### src/verilog/kiwi_pkg.sv
`default_nettype none

package kiwi_pkg;

    localparam int XLEN       = 64;
    localparam int ILEN       = 32;
    localparam int REG_ADDR_W = 5;
    localparam int NUM_REGS   = 32;
    // RV64 shifts take six bits of shamt
    localparam int SHAMT_W    = 6;
    // at most two writers in flight past decode
    localparam int PEND_CNT_W = 2;

    typedef enum logic [6:0] {
        OPC_OP     = 7'b0110011,
        OPC_OP_IMM = 7'b0010011,
        OPC_LUI    = 7'b0110111
    } opcode_e;

    typedef enum logic [3:0] {
        ALU_ADD,
        ALU_SUB,
        ALU_SLL,
        ALU_SLT,
        ALU_SLTU,
        ALU_XOR,
        ALU_SRL,
        ALU_SRA,
        ALU_OR,
        ALU_AND,
        ALU_LUI
    } alu_op_e;

    typedef struct packed {
        logic                  valid;
        alu_op_e               alu_op;
        logic [REG_ADDR_W-1:0] rd;
        logic [REG_ADDR_W-1:0] rs1;
        logic [REG_ADDR_W-1:0] rs2;
        logic                  use_imm;
        logic [XLEN-1:0]       imm;
    } dec_op_t;

    typedef struct packed {
        logic                  valid;
        alu_op_e               alu_op;
        logic [REG_ADDR_W-1:0] rd;
        logic [XLEN-1:0]       op_a;
        logic [XLEN-1:0]       op_b;
    } exe_op_t;

    typedef struct packed {
        logic                  valid;
        logic [REG_ADDR_W-1:0] rd;
        logic [XLEN-1:0]       value;
    } wb_t;

endpackage

`default_nettype wire
### src/verilog/kiwi_decoder.sv
`timescale 1ns/1ps
`default_nettype none

module kiwi_decoder import kiwi_pkg::*; (
    input  wire                   clk,
    input  wire                   rst_n_i,
    input  wire                   inst_valid_i,
    input  wire [ILEN-1:0]        inst_i,
    output logic                  inst_ready_o,
    input  wire                   hazard_i,
    output logic [REG_ADDR_W-1:0] src_rs1_o,
    output logic [REG_ADDR_W-1:0] src_rs2_o,
    output logic                  src_use1_o,
    output logic                  src_use2_o,
    output dec_op_t               issue_o
);

    logic [ILEN-1:0]       inst_q;
    logic                  inst_vld_q;
    logic                  accept;
    logic                  drain;
    opcode_e               opcode;
    logic [REG_ADDR_W-1:0] rd;
    logic [REG_ADDR_W-1:0] rs1;
    logic [REG_ADDR_W-1:0] rs2;
    logic [2:0]            funct3;
    logic [6:0]            funct7;
    logic                  is_op;
    logic                  is_imm;
    logic                  is_lui;
    logic                  known;
    logic [XLEN-1:0]       i_imm;
    logic [XLEN-1:0]       u_imm;
    alu_op_e               alu_op;

    // leaves decode this edge whether the opcode is known or not
    assign drain        = inst_vld_q && !hazard_i;
    assign inst_ready_o = !inst_vld_q || !hazard_i;
    assign accept       = inst_valid_i && inst_ready_o;

    always_ff @(posedge clk) begin
        if (!rst_n_i) begin
            inst_vld_q <= 1'b0;
        end else if (accept) begin
            inst_vld_q <= 1'b1;
        end else if (drain) begin
            inst_vld_q <= 1'b0;
        end
    end

    always_ff @(posedge clk) begin
        if (accept) begin
            inst_q <= inst_i;
        end
    end

    assign opcode = opcode_e'(inst_q[6:0]);
    assign rd     = inst_q[11:7];
    assign funct3 = inst_q[14:12];
    assign rs1    = inst_q[19:15];
    assign rs2    = inst_q[24:20];
    assign funct7 = inst_q[31:25];

    assign is_op  = (opcode == OPC_OP);
    assign is_imm = (opcode == OPC_OP_IMM);
    assign is_lui = (opcode == OPC_LUI);
    assign known  = is_op || is_imm || is_lui;

    assign i_imm = {{(XLEN-12){inst_q[31]}}, inst_q[31:20]};
    assign u_imm = {{(XLEN-32){inst_q[31]}}, inst_q[31:12], 12'b0};

    // funct7 bit 5 picks SRA in both formats and SUB in OP only
    always_comb begin
        case (funct3)
            3'b000:  alu_op = (is_op && funct7[5]) ? ALU_SUB : ALU_ADD;
            3'b001:  alu_op = ALU_SLL;
            3'b010:  alu_op = ALU_SLT;
            3'b011:  alu_op = ALU_SLTU;
            3'b100:  alu_op = ALU_XOR;
            3'b101:  alu_op = funct7[5] ? ALU_SRA : ALU_SRL;
            3'b110:  alu_op = ALU_OR;
            default: alu_op = ALU_AND;
        endcase
        if (is_lui) begin
            alu_op = ALU_LUI;
        end
    end

    assign src_use1_o = inst_vld_q && (is_op || is_imm);
    assign src_use2_o = inst_vld_q && is_op;
    assign src_rs1_o  = rs1;
    assign src_rs2_o  = rs2;

    always_comb begin
        issue_o.valid   = drain && known;
        issue_o.alu_op  = alu_op;
        issue_o.rd      = (inst_vld_q && known) ? rd : '0;
        issue_o.rs1     = src_use1_o ? rs1 : '0;
        issue_o.rs2     = src_use2_o ? rs2 : '0;
        issue_o.use_imm = !is_op;
        issue_o.imm     = is_lui ? u_imm : i_imm;
    end

    // an offered instruction stays valid and unchanged until it is taken
    assert property (@(posedge clk) disable iff (!rst_n_i)
        inst_valid_i && !inst_ready_o |=> inst_valid_i && $stable(inst_i));

endmodule

`default_nettype wire

### config.mk
export PLATFORM = sky130hd
export DESIGN_NAME = kiwi_decoder
export DESIGN_NICKNAME = d
export VERILOG_FILES = /design/src/verilog/kiwi_pkg.sv /design/src/verilog/kiwi_decoder.sv
export SDC_FILE = /design/constraint.sdc
export NUM_CORES = 1
export LEC_CHECK = 0
export BUFFER_PORTS_ARGS = -buffer_cell sky130_fd_sc_hd__buf_2
export CAP_MARGIN = 0
export CORE_MARGIN = 2
export CORE_UTILIZATION = 33
export DETAILED_ROUTE_END_ITERATION = 7
export GPL_TIMING_DRIVEN = 0
export PLACE_DENSITY = 0.66
export SLEW_MARGIN = 20
export SYNTH_ARGS = -nofsm -noshare
export SYNTH_HDL_FRONTEND = slang
export SYNTH_SLANG_ARGS = --single-unit
### constraint.sdc
create_clock -name clk -period 4.7 [get_ports clk]
set_input_delay 0.47 -clock clk [delete_from_list [all_inputs] [get_ports clk]]
set_output_delay 0.47 -clock clk [all_outputs]
set_load 0.005 [all_outputs]
==> results.rst <==
.. list-table::
   :header-rows: 1

   * - Metric
     - Value
   * - Result of the run
     - completed
   * - Number of levels in the clock H-tree
     - 2
   * - Die extent in y
     - 80.3 µm
   * - Endpoint of the most critical setup path
     - issue_o[25]
   * - Final standard cell count with taps included and fillers excluded
     - 371
   * - Int Power
     - 529 µW
   * - Power density of the placed cells
     - 251 mW/mm²
   * - Post-route cell area
     - 0.00279 mm²
   * - Number of clock sinks
     - 33
   * - Critical path data required time
     - approximately 4200 ps
   * - Number of instances resized during post-cts repair
     - 0
   * - Crit path capture type
     - primary output
   * - Area fraction of the dominant cell type after synthesis
     - between 40% and 50%
   * - Terminus of the critical flop-to-flop path
     - inst_q[21]
   * - Final Hold Viols
     - 0
   * - Maximum achievable frequency
     - a little over 0.4 GHz
   * - Total power
     - 699 µW
   * - Cell chosen for the clock root
     - sky130_fd_sc_hd__clkbuf_8
   * - Ranking of synthesized cells by area
     - sky130_fd_sc_hd__edfxtp_1 50%, sky130_fd_sc_hd__buf_4 17%, sky130_fd_sc_hd__a21o_1 7.4%
   * - Count of hold buffers inserted by post-cts repair
     - 0
   * - Grt met3 use
     - 3.60%
   * - Met1 Resource Use GR
     - roughly 16%
   * - Final worst slack
     - between 2000 and 2500 ps
   * - Gp weighted congestion
     - 0.714
   * - # Max-Cap Violations
     - 0
   * - Clock tree from TritonCTS
     - yes
   * - Setup repair after global routing missed its margin
     - no
   * - Clock latency reported for the late side of the worst-skew pair
     - 290 ps
   * - Signal arrival time at the worst endpoint
     - about 2000 ps
   * - Worst Path Class, Setup
     - reg2out
   * - Worst Hold Class
     - in2reg
   * - Sum of negative setup slack
     - 0 ps
   * - Buffers inserted by post-CTS timing repair
     - 0
   * - Vias in the first global route
     - ~1400
   * - Die ar.
     - 0.00645 mm²
   * - Detailed-route via count
     - 1527
   * - Core area
     - 0.00557 mm²
   * - Number of pins exceeding their max-slew limit in the final report
     - 0
   * - Kind of start point of the critical path
     - flip-flop
   * - Met2 usage in global routing
     - 23.6%
   * - Global-route wire length before repair
     - 6690 µm
   * - Router iterations before antenna repair
     - 4
   * - WL per Instance
     - approximately 12 µm
   * - Switch Pwr
     - 171 µW
   * - Number of primary I/O pins
     - between 100 and 150
   * - Width of the die
     - 80.3 µm
   * - DRC violation count after routing
     - 0
   * - Minimum period implied by the final worst setup slack
     - 2440 ps
   * - Post-route ant nets
     - 0
   * - Register-to-Register Setup Slack
     - 3410 ps
   * - Post-synthesis cell count
     - between 150 and 200
   * - Clock-pin transition on the worst setup and hold timing paths
     - around 80 ps
   * - Final hold slack
     - 354 ps
   * - Synth Cell Area
     - a little under 0.002 mm²
   * - Cell Count Post-Placement
     - between 300 and 400
   * - Number of buffers inserted during clock tree synthesis
     - 5
   * - Final worst-path cycle share
     - 51.9%
   * - Share of total power consumed by net switching
     - ~24%
   * - Placement-stage cell area
     - between 0.002 and 0.003 mm²
   * - Largest vdd supply drop
     - 0.183 mV
   * - Peak-usage layer in the global routing report
     - met2
   * - Relative slew slack
     - roughly a third
   * - Leakage power figure
     - 1.49 nW
   * - Worst Reg-to-Reg Cells
     - 3
   * - Overflow left after global routing
     - 0
   * - Post-placement setup slack
     - 2530 ps
   * - Portion of total power attributed to the clock network
     - 29.9%
   * - Part of the power in combinational logic
     - between 10% and 20%
   * - Post-Synthesis Mean Instance Area
     - 12.2 µm²
   * - CTS max path bufs
     - 2
   * - Total of endpoints with negative setup slack in the final report
     - 0
   * - Total of warnings raised by yosys
     - 0
   * - Synthesized Nets
     - 193
   * - Power share of the sequential group
     - 51.6%
   * - Worst-path fanout max
     - 34
   * - Maximum number of pins on one net before global-route repair
     - 35
   * - Number of placement rows
     - 27
   * - Net count reported at finish
     - 334
   * - Worst r2r src
     - inst_vld_q
   * - PortBufs
     - ~130
   * - Worst-Margin Slew
     - 978 ps
   * - Utilization of the core after routing
     - 50.1%
   * - Post-synth cell types
     - 28
   * - Crit. Startpoint
     - inst_q[31]
   * - Iteration-0 DRC count of the detailed router
     - 54
   * - Area growth, synth to finish
     - 45.2%
   * - Antenna fix cells
     - 0
   * - Total half-perimeter wirelength after legalization and detailed placement
     - 3500 µm
   * - Initial core utilization
     - between 30% and 40%
   * - Global Route Usage Sum
     - 13.5%
   * - Share of final-layout standard cells stronger than drive strength 1
     - 68.6%
   * - Number of storage elements in the synthesis netlist
     - 33
   * - Antenna violations before repair
     - 0
   * - Total length of routed wires
     - 4540 µm
   * - Post-synthesis cell type with the largest combined area
     - sky130_fd_sc_hd__edfxtp_1
   * - Routed via count divided by cell count
     - 4.12
   * - Final Skew
     - 5.57 ps
   * - Sequential element share of the synthesized area
     - 51.0%
## placed cells by master (no fill, tap or decap)
cell type and instances:
sky130_fd_sc_hd__a211o_1 1, sky130_fd_sc_hd__edfxtp_1 32, sky130_fd_sc_hd__buf_2 133, sky130_fd_sc_hd__buf_6 5, sky130_fd_sc_hd__a2111oi_2 1, sky130_fd_sc_hd__inv_2 1, sky130_fd_sc_hd__a21oi_1 1, sky130_fd_sc_hd__or4_1 1
sky130_fd_sc_hd__a2111oi_4 1, sky130_fd_sc_hd__nand2b_4 1, sky130_fd_sc_hd__mux2_2 1, sky130_fd_sc_hd__and3_2 5, sky130_fd_sc_hd__o31a_1 2, sky130_fd_sc_hd__nand3b_4 1, sky130_fd_sc_hd__nor4_2 1, sky130_fd_sc_hd__buf_4 44
sky130_fd_sc_hd__nor2b_1 13, sky130_fd_sc_hd__buf_16 1, sky130_fd_sc_hd__o21ai_0 1, sky130_fd_sc_hd__nand2b_1 1, sky130_fd_sc_hd__and2b_1 1, sky130_fd_sc_hd__clkinvlp_4 1, sky130_fd_sc_hd__clkbuf_1 2, sky130_fd_sc_hd__a21o_1 19
sky130_fd_sc_hd__inv_1 1, sky130_fd_sc_hd__nand2_2 1, sky130_fd_sc_hd__nor2_1 4, sky130_fd_sc_hd__dfxtp_1 1, sky130_fd_sc_hd__and2_2 2, sky130_fd_sc_hd__and2_1 10, sky130_fd_sc_hd__nor3_4 1, sky130_fd_sc_hd__nand2_1 4
sky130_fd_sc_hd__clkbuf_8 5
## registers in the layout, indices dropped and copies added (netlist names)
register / cells
inst_vld_q: 1
inst_q: 32
## worst min path at each step
stage               slack, ps          to  startpoint  cells past startpoint
floorplan                 490  inst_vld_q  inst_vld_q                      2
global placement          530  inst_vld_q  inst_vld_q                      2
detailed placement        540  inst_vld_q  inst_vld_q                      2
CTS                       350  inst_q[30]  inst_i[30]                      1
global route              350  inst_q[22]  inst_i[22]                      1
finish                    350  inst_q[30]  inst_i[30]                      1
## worst max-delay path, cell delays in order, from the launching register on
cell                       delay, ps
sky130_fd_sc_hd__edfxtp_1       1000
sky130_fd_sc_hd__o31a_1          320
sky130_fd_sc_hd__buf_6           160
sky130_fd_sc_hd__a21o_1          100
sky130_fd_sc_hd__buf_2           100
## area by class of cell
class	instances	area [µm²]
Fill cell	519	2780
Sequential cell	33	981
Timing Repair Buffer	134	693
Multi-Input combinational cell	73	549
Buffer	49	387
Tap cell	72	90.1
Clock buffer	7	76.3
Clock inverter	1	7.51
Inverter	2	7.51
## synth_stat cells
library cell	count
sky130_fd_sc_hd__nor4_2	1
sky130_fd_sc_hd__buf_6	5
sky130_fd_sc_hd__nand2_2	1
sky130_fd_sc_hd__and2_2	1
sky130_fd_sc_hd__nor3_4	1
sky130_fd_sc_hd__inv_2	1
sky130_fd_sc_hd__a2111oi_2	1
sky130_fd_sc_hd__mux2_2	1
sky130_fd_sc_hd__a21o_1	19
sky130_fd_sc_hd__nand2b_1	1
sky130_fd_sc_hd__inv_1	1
sky130_fd_sc_hd__buf_4	44
sky130_fd_sc_hd__nand3b_4	1
sky130_fd_sc_hd__nor2b_1	13
sky130_fd_sc_hd__and3_2	5
sky130_fd_sc_hd__nor2_1	4
sky130_fd_sc_hd__nand2_1	4
sky130_fd_sc_hd__and2_1	11
sky130_fd_sc_hd__dfxtp_1	1
sky130_fd_sc_hd__a211o_1	1
sky130_fd_sc_hd__and2b_1	1
sky130_fd_sc_hd__edfxtp_1	32
sky130_fd_sc_hd__o21ai_0	1
sky130_fd_sc_hd__a2111oi_4	1
sky130_fd_sc_hd__o31a_1	2
sky130_fd_sc_hd__nand2b_4	1
sky130_fd_sc_hd__a21oi_1	1
sky130_fd_sc_hd__or4_1	1
## logic make-up after synthesis
logic type             share of synthesized area [%]
AO/OA/AOI/OAI                                   11.5
buffers and inverters                           20.5
flip-flops                                      51.0
multiplexers                                   0.586
AND/OR/NAND/NOR                                 16.4
## routing by layer
layer	routed length (µm)	share of wire [%]
met5	0	0
met2	2250	50
met1	1810	40
met3	409	9.0
met4	71	1.6
## power by group through the flow
stage                     sequential, mW  combinational (mW)  clock, mW
after floorplan                    0.363              0.0695          0
after global placement             0.367               0.126          0
after detailed placement           0.368               0.131          0
after CTS                          0.361               0.132      0.218
after global routing               0.364               0.143      0.227
final                              0.361               0.129      0.209
No activity file was read; power rests on OpenSTA's default activity.
