===== config.mk =====
export PLATFORM = sky130hd
export DESIGN_NAME = kiwi_scoreboard
export DESIGN_NICKNAME = d
export VERILOG_FILES = /design/src/verilog/kiwi_pkg.sv /design/src/verilog/kiwi_scoreboard.sv
export SDC_FILE = /design/constraint.sdc
export NUM_CORES = 1
export LEC_CHECK = 0
export ABC_CLOCK_PERIOD_IN_PS = 3050
export BUFFER_PORTS_ARGS = -buffer_cell sky130_fd_sc_hd__buf_2
export CAP_MARGIN = 20
export CORE_MARGIN = 3
export CORE_UTILIZATION = 48
export DETAILED_ROUTE_END_ITERATION = 8
export PLACE_DENSITY = 0.88
export REMOVE_ABC_BUFFERS = 1
export SETUP_SLACK_MARGIN = 0.2
export SLEW_MARGIN = 25
export SYNTH_ARGS = -nofsm -noshare
export SYNTH_HDL_FRONTEND = slang
export SYNTH_SLANG_ARGS = --single-unit
export TNS_END_PERCENT = 20

===== constraint.sdc =====
create_clock -name clk -period 3.05 [get_ports clk]
set_clock_uncertainty 0.2 [all_clocks]
set_input_delay 0.4575 -clock clk [delete_from_list [all_inputs] [get_ports clk]]
set_output_delay 0.4575 -clock clk [all_outputs]
set_load 0.03 [all_outputs]

===== src/verilog/kiwi_pkg.sv =====
`default_nettype none

package kiwi_pkg;

    localparam int XLEN       = 64;
    localparam int ILEN       = 32;
    localparam int REG_ADDR_W = 5;
    localparam int NUM_REGS   = 32;
    // RV64 shifts take six bits of shamt
    localparam int SHAMT_W    = 6;
    // at most two writers in flight past decode
    localparam int PEND_CNT_W = 2;

    typedef enum logic [6:0] {
        OPC_OP     = 7'b0110011,
        OPC_OP_IMM = 7'b0010011,
        OPC_LUI    = 7'b0110111
    } opcode_e;

    typedef enum logic [3:0] {
        ALU_ADD,
        ALU_SUB,
        ALU_SLL,
        ALU_SLT,
        ALU_SLTU,
        ALU_XOR,
        ALU_SRL,
        ALU_SRA,
        ALU_OR,
        ALU_AND,
        ALU_LUI
    } alu_op_e;

    typedef struct packed {
        logic                  valid;
        alu_op_e               alu_op;
        logic [REG_ADDR_W-1:0] rd;
        logic [REG_ADDR_W-1:0] rs1;
        logic [REG_ADDR_W-1:0] rs2;
        logic                  use_imm;
        logic [XLEN-1:0]       imm;
    } dec_op_t;

    typedef struct packed {
        logic                  valid;
        alu_op_e               alu_op;
        logic [REG_ADDR_W-1:0] rd;
        logic [XLEN-1:0]       op_a;
        logic [XLEN-1:0]       op_b;
    } exe_op_t;

    typedef struct packed {
        logic                  valid;
        logic [REG_ADDR_W-1:0] rd;
        logic [XLEN-1:0]       value;
    } wb_t;

endpackage

`default_nettype wire

===== src/verilog/kiwi_scoreboard.sv =====
`timescale 1ns/1ps
`default_nettype none

module kiwi_scoreboard import kiwi_pkg::*; (
    input  wire                  clk,
    input  wire                  rst_n_i,
    input  wire [REG_ADDR_W-1:0] src_rs1_i,
    input  wire [REG_ADDR_W-1:0] src_rs2_i,
    input  wire                  src_use1_i,
    input  wire                  src_use2_i,
    input  wire dec_op_t         issue_i,
    input  wire wb_t             wb_i,
    output logic                 hazard_o
);

    logic [PEND_CNT_W-1:0] pend_cnt_q [NUM_REGS];
    logic [NUM_REGS-1:0]   pending;
    logic                  set_en;
    logic                  clr_en;

    assign set_en = issue_i.valid && (issue_i.rd != '0);
    assign clr_en = wb_i.valid && (wb_i.rd != '0);

    // count writers per register, so back-to-back writes to one rd stay pending
    always_ff @(posedge clk) begin
        for (int i = 0; i < NUM_REGS; i++) begin
            if (!rst_n_i) begin
                pend_cnt_q[i] <= '0;
            end else if (set_en && issue_i.rd == REG_ADDR_W'(i)
                         && !(clr_en && wb_i.rd == REG_ADDR_W'(i))) begin
                pend_cnt_q[i] <= pend_cnt_q[i] + 1'b1;
            end else if (clr_en && wb_i.rd == REG_ADDR_W'(i)
                         && !(set_en && issue_i.rd == REG_ADDR_W'(i))) begin
                pend_cnt_q[i] <= pend_cnt_q[i] - 1'b1;
            end
        end
    end

    always_comb begin
        for (int i = 0; i < NUM_REGS; i++) begin
            pending[i] = (pend_cnt_q[i] != '0);
        end
    end

    assign hazard_o = (src_use1_i && pending[src_rs1_i])
                   || (src_use2_i && pending[src_rs2_i]);

    // every retiring write was marked at issue
    assert property (@(posedge clk) disable iff (!rst_n_i)
        clr_en |-> pending[wb_i.rd]);

endmodule

`default_nettype wire


==> flow_metrics.env, run 1 <==
export IMPL_grt_pass1_wl_um=20300
export IMPL_viasPerCell=6.08
export IMPL_hp_start="rst_n_i"
export IMPL_finalSetupViolations=1
export IMPL_cts_sinks=64
export IMPL_critPathBufInv=2
export IMPL_whs_ns=0.353
export IMPL_worst_slew_pin_slew_ns=0.682
export IMPL_cts_made_buffers=9
export IMPL_fin_crit_ns=3.08
export IMPL_violations="setup timing"
export IMPL_netlist_top_cells_area="edfxtp_1 39%, ha_1 7.8%, mux2i_1 6.9%"
export IMPL_regToRegSetupSlack_ns=1.49
export IMPL_cp_end_kind="output pin"
export IMPL_yosysUniqueCellTypes=38
export IMPL_dp_hpwl_um=9540
export IMPL_syn_cell_area_mm2=0.00494
export IMPL_r2r_start="pend_cnt_q[4][0]"
export IMPL_finalHoldViolCount=0
export IMPL_slowest_stage="or4_1"
export IMPL_arrival_ns=2.42
export IMPL_clock_latency_ns=0.35
export IMPL_power_density_mw_per_mm2=379
export IMPL_start_util_pct=49.9
export IMPL_postLayoutSetupSlackWorst_ns=-0.0287
export IMPL_antenna_cells=0
export IMPL_finalCritPeriodShare_pct=101
export IMPL_overflow=0
export IMPL_core_mm2=0.00991
export IMPL_dr_pass1_iters=5
export IMPL_cts_tree="built"
export IMPL_drtAntennaViolNets=0
export IMPL_utilization_pct=55.1
export IMPL_ys_ff_latch=64
export IMPL_grt_max_degree=16
export IMPL_area_growth_pct=10.4
export IMPL_clk_path_buf_depth=2
export IMPL_yosysWarnings=0
export IMPL_die_x_um=107
export IMPL_fmax_mhz=325
export IMPL_pre_cts_ws_ns=0.181
export IMPL_die_h_um=107
export IMPL_placementRows=36
export IMPL_synth_top_cell_area_share_pct=38.9
export IMPL_path_clk_slew_ns=0.07
export IMPL_drv_slew=0
export IMPL_crit_required_ns=2.39
export IMPL_vias=4254
export IMPL_ios=170
export IMPL_first_iter_violations=340
export IMPL_crit_fanout=2
export IMPL_rsz0062_at_grt="true"
export IMPL_worstSetupPathType="flop to output pin"
export IMPL_antenna_found_initial=0
export IMPL_hold_buffers=0
export IMPL_wirelength_um=12600
export IMPL_status="complete, but fails checks"
export IMPL_top_regs="pend_cnt_q x64"
export IMPL_synth_cells=533
export IMPL_die_area_mm2=0.0115
export IMPL_drv_cap=0
export IMPL_ir_drop_v=0.000185
export IMPL_regMostFlops="pend_cnt_q"
export IMPL_yosysSeqAreaShare_pct=38.9
export IMPL_largest_reg_flops=64
export IMPL_port_buffers=26
export IMPL_drcViolationCount=0
export IMPL_syn_avg_cell_area_um2=9.27
export IMPL_yosysTopAreaCell="edfxtp_1"
export IMPL_wl_per_cell_um=18.0
export IMPL_crit_path_start_kind="flop"
export IMPL_grt_use_total_pct=22.6
export IMPL_nNetsFinal=763
export IMPL_place_gp_congestion=0.898
export IMPL_drive_above_1_share_pct=12.5
export IMPL_ctsHtreeMaxLevel=3
export IMPL_nFillCells=877
export IMPL_grt_pass1_vias=4297
export IMPL_crit_family="simple AND/OR/NAND/NOR gates"
export IMPL_hold_path_class="input port to flop"
export IMPL_leakagePower_nw=2.18
export IMPL_worst_path_largest_cell_delay_ns=0.55
export IMPL_critPathLaunch="pend_cnt_q[6][0]"
export IMPL_worstPathCellList="inv_1, ha_1, mux2i_1, or4b_1, nand4_1, a211oi_1, or4_1, buf_6"
export IMPL_cts_root_buf="clkbuf_8"
export IMPL_max_slew_margin_rel_pct=54.5
## report_power, final
group / internal [mW] / switching [mW] / total, mW
Clock: 0.361 / 0.333 / 0.694
Combinational: 0.143 / 0.207 / 0.349
Sequential: 1.01 / 0.0175 / 1.02
## layout by cell type, fill, tap and decap left out, types with 9 or more instances in the layout
cell / instances
buf_2: 25
nand2_1: 87
mux2i_1: 34
ha_1: 29
clkbuf_8: 9
nor3_1: 13
nand3_1: 53
buf_4: 14
nor2_1: 31
a21oi_1: 31
xnor2_1: 24
inv_1: 65
edfxtp_1: 64
## cell type report
type | instances | area, um2 | share of cell area, %
well taps | 133 | 166 | 3.05
inverters | 66 | 248 | 4.54
clock buffers | 9 | 124 | 2.27
multi-input cells | 382 | 2700 | 49.5
repair buffers | 40 | 241 | 4.43
flip-flops and latches | 64 | 1920 | 35.2
clock inverters | 6 | 51.3 | 0.940
## cell families (layout without fill, tap and decap cells)
kind of cell               after synthesis  in the layout  synth area share (%)
and+or+nand+nor                        223            223                  21.3
buffers and inverters                   88            121                  7.09
DFF                                     64             64                  38.9
muxes                                   52             52                  14.2
AOI/OAI and AO/OA                       43             43                  5.11
adders and majority gates               31             31                  7.85
xor gates and xnor gates                31             31                  5.49
other                                    1              2                0.0759
## through the flow
step                      power [mW]  TNS (ns)  instance area, um2  cells
after global routing            2.14    -0.130                5460    700
after CTS                       2.06   -0.0210                5430    699
after global placement          1.35         0                5220    681
after detailed placement        1.37         0                5220    681
after floorplan                 1.24         0                4840    512
final                           2.07   -0.0287                5460    700
## layer usage
layer  GRT usage [%]  share of wire (%)
met1            27.3                 39
met2            38.2                 49
met3            3.96                8.6
met4            12.7                3.5
met5               0                  0
## repair_timing
item                                    4_1_cts  5_1_grt
endpoints found under the setup margin        1        1
resized for setup                             6        3
buffers inserted                              3        1
cloned                                        0        0
pin swaps                                     2        0
## synthesized netlist by cell type (all sizes together)
library cell / number
nor3: 13
nor2b: 3
and3: 3
xnor2: 24
nor2: 31
mux4: 12
clkbuf: 16
nand3: 53
or3b: 1
or3: 3
nand4: 3
a2111oi: 2
nor4: 1
nand2: 87
inv: 66
conb: 1
ha: 31
edfxtp: 64
a211oi: 4
nor3b: 1
buf: 6
or4b: 2
mux2i: 34
nand2b: 7
nand3b: 5
xor2: 7
or2: 1
o211ai: 3
nand4b: 5
mux2: 6
o41ai: 2
or4: 1
a21oi: 31
and2: 3
a32o: 1
## worst reg2reg max path, stage by stage (launching register included)
cell	delay [ns]
edfxtp_1	0.45
xnor2_1	0.28
nor3_1	0.09
a32o_1	0.29
## path summary, 6_finish.rpt
| kind | cells after the start | endpoint |
|---|---|---|
| max | 8 | hazard_o |
| min | 2 | pend_cnt_q[4][3] |
| max reg2reg | 3 | pend_cnt_q[4][1] |
| min reg2reg | 1 | pend_cnt_q[6][6] |
Note: power is estimated with default switching activity, not from simulation.
==> inputs of run 2 (changes only) <==
--- a/config.mk
+++ b/config.mk
@@ -9,9 +9,9 @@
 export BUFFER_PORTS_ARGS = -buffer_cell sky130_fd_sc_hd__buf_2
 export CAP_MARGIN = 20
 export CORE_MARGIN = 3
-export CORE_UTILIZATION = 48
+export CORE_UTILIZATION = 50
 export DETAILED_ROUTE_END_ITERATION = 8
-export PLACE_DENSITY = 0.88
+export PLACE_DENSITY = 0.91
 export REMOVE_ABC_BUFFERS = 1
 export SETUP_SLACK_MARGIN = 0.2
 export SLEW_MARGIN = 25
==> flow_metrics.env, run 2 (synthesis gave the netlist of run 1 again) <==
export IMPL_grt_use_total_pct=22.7
export IMPL_pre_cts_ws_ns=0.128
export IMPL_drcViolationCount=0
export IMPL_place_gp_congestion=0.963
export IMPL_r2r_start="pend_cnt_q[4][0]"
export IMPL_grt_pass1_wl_um=20000
export IMPL_drv_slew=0
export IMPL_drive_above_1_share_pct=12.4
export IMPL_layout_cells_non_filler=693
export IMPL_crit_required_ns=2.39
export IMPL_die_h_um=105
export IMPL_dp_cells=675
export IMPL_top_regs="pend_cnt_q x64"
export IMPL_area_growth_pct=10.3
export IMPL_clock_latency_ns=0.36
export IMPL_max_slew_margin_rel_pct=50.2
export IMPL_cp_end_kind="output pin"
export IMPL_cts_root_buf="clkbuf_8"
export IMPL_drv_cap=0
export IMPL_worst_slew_pin_slew_ns=0.748
export IMPL_ir_drop_v=0.000167
export IMPL_register_area_mm2=0.00192
export IMPL_fin_crit_ns=3.05
export IMPL_placementRows=35
export IMPL_wl_met1_um=4540
export IMPL_total_power_mw=2.16
export IMPL_largest_reg_flops=64
export IMPL_crit_fanout=2
export IMPL_dp_hpwl_um=9260
export IMPL_finalSetupViolations=0
export IMPL_core_mm2=0.00942
export IMPL_regMostFlops="pend_cnt_q"
export IMPL_final_common_cell="nand2_1"
export IMPL_cts_tree="built"
export IMPL_ios=170
export IMPL_antenna_cells=0
export IMPL_finalHoldViolCount=0
export IMPL_vias=4297
export IMPL_wl_met2_um=6070
export IMPL_nNetsFinal=760
export IMPL_critPathLaunch="pend_cnt_q[1][2]"
export IMPL_cts_sinks=64
export IMPL_hp_start="pend_cnt_q[5][2]"
export IMPL_start_util_pct=52.5
export IMPL_wl_per_cell_um=18.0
export IMPL_grt_pass1_vias=4214
export IMPL_postLayoutSetupSlackWorst_ns=0.00195
export IMPL_first_iter_violations=491
export IMPL_power_density_mw_per_mm2=397
export IMPL_status="finished, final reports clean"
export IMPL_dr_pass1_iters=5
export IMPL_cts_made_buffers=9
export IMPL_antenna_found_initial=0
export IMPL_hold_path_class="flop to flop"
export IMPL_die_x_um=105
export IMPL_arrival_ns=2.39
export IMPL_leakagePower_nw=2.17
export IMPL_layout_common_cells="87 x nand2_1, 66 x inv_1, 64 x edfxtp_1"
export IMPL_fmax_mhz=328
export IMPL_overflow=0
export IMPL_path_clk_slew_ns=0.07
export IMPL_clk_path_buf_depth=2
export IMPL_worstSetupPathType="flop to output pin"
export IMPL_viasPerCell=6.20
export IMPL_rsz0062_at_grt="true"
export IMPL_topRoutingLayerUsed="met4"
export IMPL_hold_buffers=0
export IMPL_crit_path_start_kind="flop"
export IMPL_wl_met3_um=1360
export IMPL_wirelength_um=12500
export IMPL_finalCritPeriodShare_pct=99.9
export IMPL_port_buffers=26
export IMPL_grt_max_degree=18
export IMPL_multi_input_area_mm2=0.00269
export IMPL_drtAntennaViolNets=0
export IMPL_die_area_mm2=0.0111
export IMPL_nFillCells=754
export IMPL_ctsHtreeMaxLevel=3
==> run 2: cell types whose count changed in the layout (fill, tap and decap cells not counted), sizes merged <==
cell	previous run	this run
buf	40	37
clkinv	5	2
bufinv	1	2
clkinvlp	0	2
==> run 2: power by group <==
group          leakage, nW  internal, mW  switching [mW]  total, mW
Clock                0.101         0.452           0.344      0.796
Combinational         1.40         0.139           0.205      0.344
Sequential           0.662          1.01          0.0172       1.02
==> run 2: stage by stage <==
step / instance area, um2 / TNS (ns) / utilization, % / hold slack (ns)
4_1_cts: 5440 / -0.00312 / 57.8 / 0.356
5_1_grt: 5450 / -0.122 / 57.9 / 0.368
2_1_floorplan: 4840 / 0 / - / 0.326
6_report: 5450 / 0 / 57.9 / 0.352
3_5_place_dp: 5190 / 0 / 55.2 / 0.346
3_3_place_gp: 5190 / 0 / 55.2 / 0.340
==> run 2: final cells by class <==
type | instances | area share (%)
sequential | 64 | 35.3
clock inverter | 6 | 1.56
tap | 129 | 2.96
timing repair buffer | 37 | 4.02
multi-input combinational | 382 | 49.4
clock buffer | 9 | 2.27
inverter | 66 | 4.55
==> run 2: what timing repair did <==
item,4_1_cts,5_1_grt
endpoints found under the setup margin,1,1
buffers inserted,3,0
pin swaps,3,4
resized for setup,5,3
cloned,0,0
==> run 2: critical path, cell delays in order (launching register included) <==
cell,delay [ns]
edfxtp_1,0.35
inv_1,0.05
ha_1,0.27
mux4_2,0.50
mux2_2,0.27
o41ai_1,0.27
or4_1,0.18
buf_6,0.13
==> run 2: worst paths after layout <==
| check | to | slack, ns | cells after the start |
|---|---|---|---|
| max | hazard_o | 0.002 | 7 |
| min | pend_cnt_q[5][2] | 0.35 | 1 |
| max reg2reg | pend_cnt_q[4][1] | 1.41 | 3 |
| min reg2reg | pend_cnt_q[5][2] | 0.35 | 1 |
==> run 2: metal layers <==
metal	vias to the layer above	GRT usage [%]
met5	-	0
met4	0	10.6
met3	59	6.31
met2	277	38.7
met1	2038	26.5
li1	1923	-
==> inputs of run 3 (changes only) <==
--- a/config.mk
+++ b/config.mk
@@ -9,9 +9,9 @@
 export BUFFER_PORTS_ARGS = -buffer_cell sky130_fd_sc_hd__buf_2
 export CAP_MARGIN = 20
 export CORE_MARGIN = 3
-export CORE_UTILIZATION = 50
+export CORE_UTILIZATION = 51
 export DETAILED_ROUTE_END_ITERATION = 8
-export PLACE_DENSITY = 0.91
+export PLACE_DENSITY = 0.92
 export REMOVE_ABC_BUFFERS = 1
 export SETUP_SLACK_MARGIN = 0.2
 export SLEW_MARGIN = 25
==> flow_metrics.env, run 3 (synthesis gave the netlist of run 1 again) <==
export IMPL_status="finished, final reports clean"
export IMPL_crit_family="simple AND/OR/NAND/NOR gates"
export IMPL_total_power_mw=2.08
export IMPL_crit_path_start_kind="flop"
export IMPL_finalSetupViolations=0
export IMPL_dp_hpwl_um=9680
export IMPL_wl_per_cell_um=18.3
export IMPL_drive_above_1_share_pct=12.4
export IMPL_whs_ns=0.354
export IMPL_overflow=0
export IMPL_worst_slew_pin_slew_ns=0.689
export IMPL_grt_pass1_vias=4353
export IMPL_worst_path_largest_cell_delay_ns=0.54
export IMPL_dp_cells=676
export IMPL_die_x_um=104
export IMPL_viasPerCell=6.20
export IMPL_cp_end_kind="output pin"
export IMPL_drv_cap=0
export IMPL_first_iter_violations=482
export IMPL_vias=4310
export IMPL_ir_drop_v=0.000195
export IMPL_hold_path_class="flop to flop"
export IMPL_cts_made_buffers=9
export IMPL_critPathBufInv=2
export IMPL_fin_crit_ns=3.04
export IMPL_internal_power_mw=1.51
export IMPL_grt_pass1_wl_um=20800
export IMPL_drcViolationCount=0
export IMPL_antenna_found_initial=0
export IMPL_finalHoldViolCount=0
export IMPL_path_clk_slew_ns=0.07
export IMPL_switchingPower_mw=0.562
export IMPL_area_growth_pct=9.97
export IMPL_antenna_cells=0
export IMPL_arrival_ns=2.38
export IMPL_max_slew_margin_rel_pct=54.1
export IMPL_dr_pass1_iters=6
export IMPL_die_h_um=104
export IMPL_port_buffers=26
export IMPL_grt_use_total_pct=23.8
export IMPL_start_util_pct=53.0
export IMPL_ios=170
export IMPL_nNetsFinal=761
export IMPL_seqPwrFrac_pct=49.4
export IMPL_fmax_mhz=329
export IMPL_leakagePower_nw=2.16
export IMPL_wirelength_um=12800
export IMPL_top_regs="pend_cnt_q x64"
export IMPL_finalCritPeriodShare_pct=99.6
export IMPL_cts_tree="built"
export IMPL_layout_common_cells="87 x nand2_1, 65 x inv_1, 64 x edfxtp_1"
export IMPL_regMostFlops="pend_cnt_q"
export IMPL_tns_ns=0
export IMPL_swShare_pct=27.1
export IMPL_cts_root_buf="clkbuf_8"
export IMPL_layout_cells_non_filler=695
export IMPL_ctsHtreeMaxLevel=3
export IMPL_drtAntennaViolNets=0
export IMPL_power_density_mw_per_mm2=382
export IMPL_core_mm2=0.00933
export IMPL_crit_fanout=2
export IMPL_clock_latency_ns=0.35
export IMPL_grt_max_degree=17
export IMPL_crit_required_ns=2.39
export IMPL_cts_sinks=64
export IMPL_clk_path_buf_depth=2
export IMPL_place_gp_congestion=0.946
export IMPL_drv_slew=0
export IMPL_largest_reg_flops=64
export IMPL_worstSetupPathType="flop to output pin"
export IMPL_utilization_pct=58.3
export IMPL_die_area_mm2=0.0109
export IMPL_hold_buffers=0
export IMPL_p_comb_share_pct=16.8
export IMPL_rsz0062_at_grt="true"
export IMPL_slowest_stage="or4_1"
export IMPL_placementRows=35
export IMPL_clock_power_share_pct=33.8
export IMPL_final_common_cell="nand2_1"
export IMPL_worstPathCellList="inv_1, ha_2, mux2i_1, or4b_1, nand4_1, a211oi_1, or4_1, buf_6"
## run 3: cell count changes in the layout (fill, tap and decap cells not counted), sizes merged
cell      before  now
clkinvlp       2    0
clkbuf         9   10
buf           37   38
clkinv         2    5
bufinv         2    1
## run 3: worst paths after layout
check | startpoint | endpoint | slack (ns) | depth (start not counted)
setup / recovery | pend_cnt_q[6][0] | hazard_o | 0.01 | 8
hold / removal | pend_cnt_q[2][4] | pend_cnt_q[2][4] | 0.35 | 1
setup reg to reg | pend_cnt_q[4][0] | pend_cnt_q[4][1] | 1.41 | 3
hold reg to reg | pend_cnt_q[2][4] | pend_cnt_q[2][4] | 0.35 | 1
## run 3: layout make-up
class                           instances  area, um2
Tap cell                              129        161
Multi-Input combinational cell        382       2700
Inverter                               66        248
Fill cell                             772       3890
Timing Repair Buffer                   38        226
Clock inverter                          6       50.0
Sequential cell                        64       1920
Clock buffer                           10        128
## run 3: worst register-to-register path, stage by stage (launching register included)
cell and delay [ns]:
edfxtp_1 0.48, xnor2_1 0.34, nor3_1 0.09, a32o_1 0.28
## run 3: timing repair
action,CTS,global route
setup buffers,3,0
endpoints found under the setup margin,1,1
endpoints found under the hold margin,0,0
pin swaps,6,0
resized for setup,12,0
## run 3: power groups by stage
| stage | logic (mW) | clock network [mW] | registers, mW |
|---|---|---|---|
| finish | 0.348 | 0.702 | 1.03 |
| detailed placement | 0.328 | 0 | 1.04 |
| global route | 0.374 | 0.743 | 1.03 |
| floorplan | 0.201 | 0 | 1.04 |
| global placement | 0.310 | 0 | 1.04 |
| CTS | 0.341 | 0.697 | 1.02 |
## run 3: stage by stage
step                      cell area, um2  setup slack [ns]
after floorplan                     4840             0.481
after global placement              5200             0.250
after detailed placement            5200             0.237
after CTS                           5440            0.0449
after global routing                5440            -0.102
final                               5440            0.0122
## run 3: per-layer routing
metal  vias up  track usage (%)  wire length (um)
met5         -                0                 0
met2       299             41.2              6360
li1       1925                -                 -
met4         0             10.1               312
met3        37             4.59              1320
met1      2049             29.0              4760
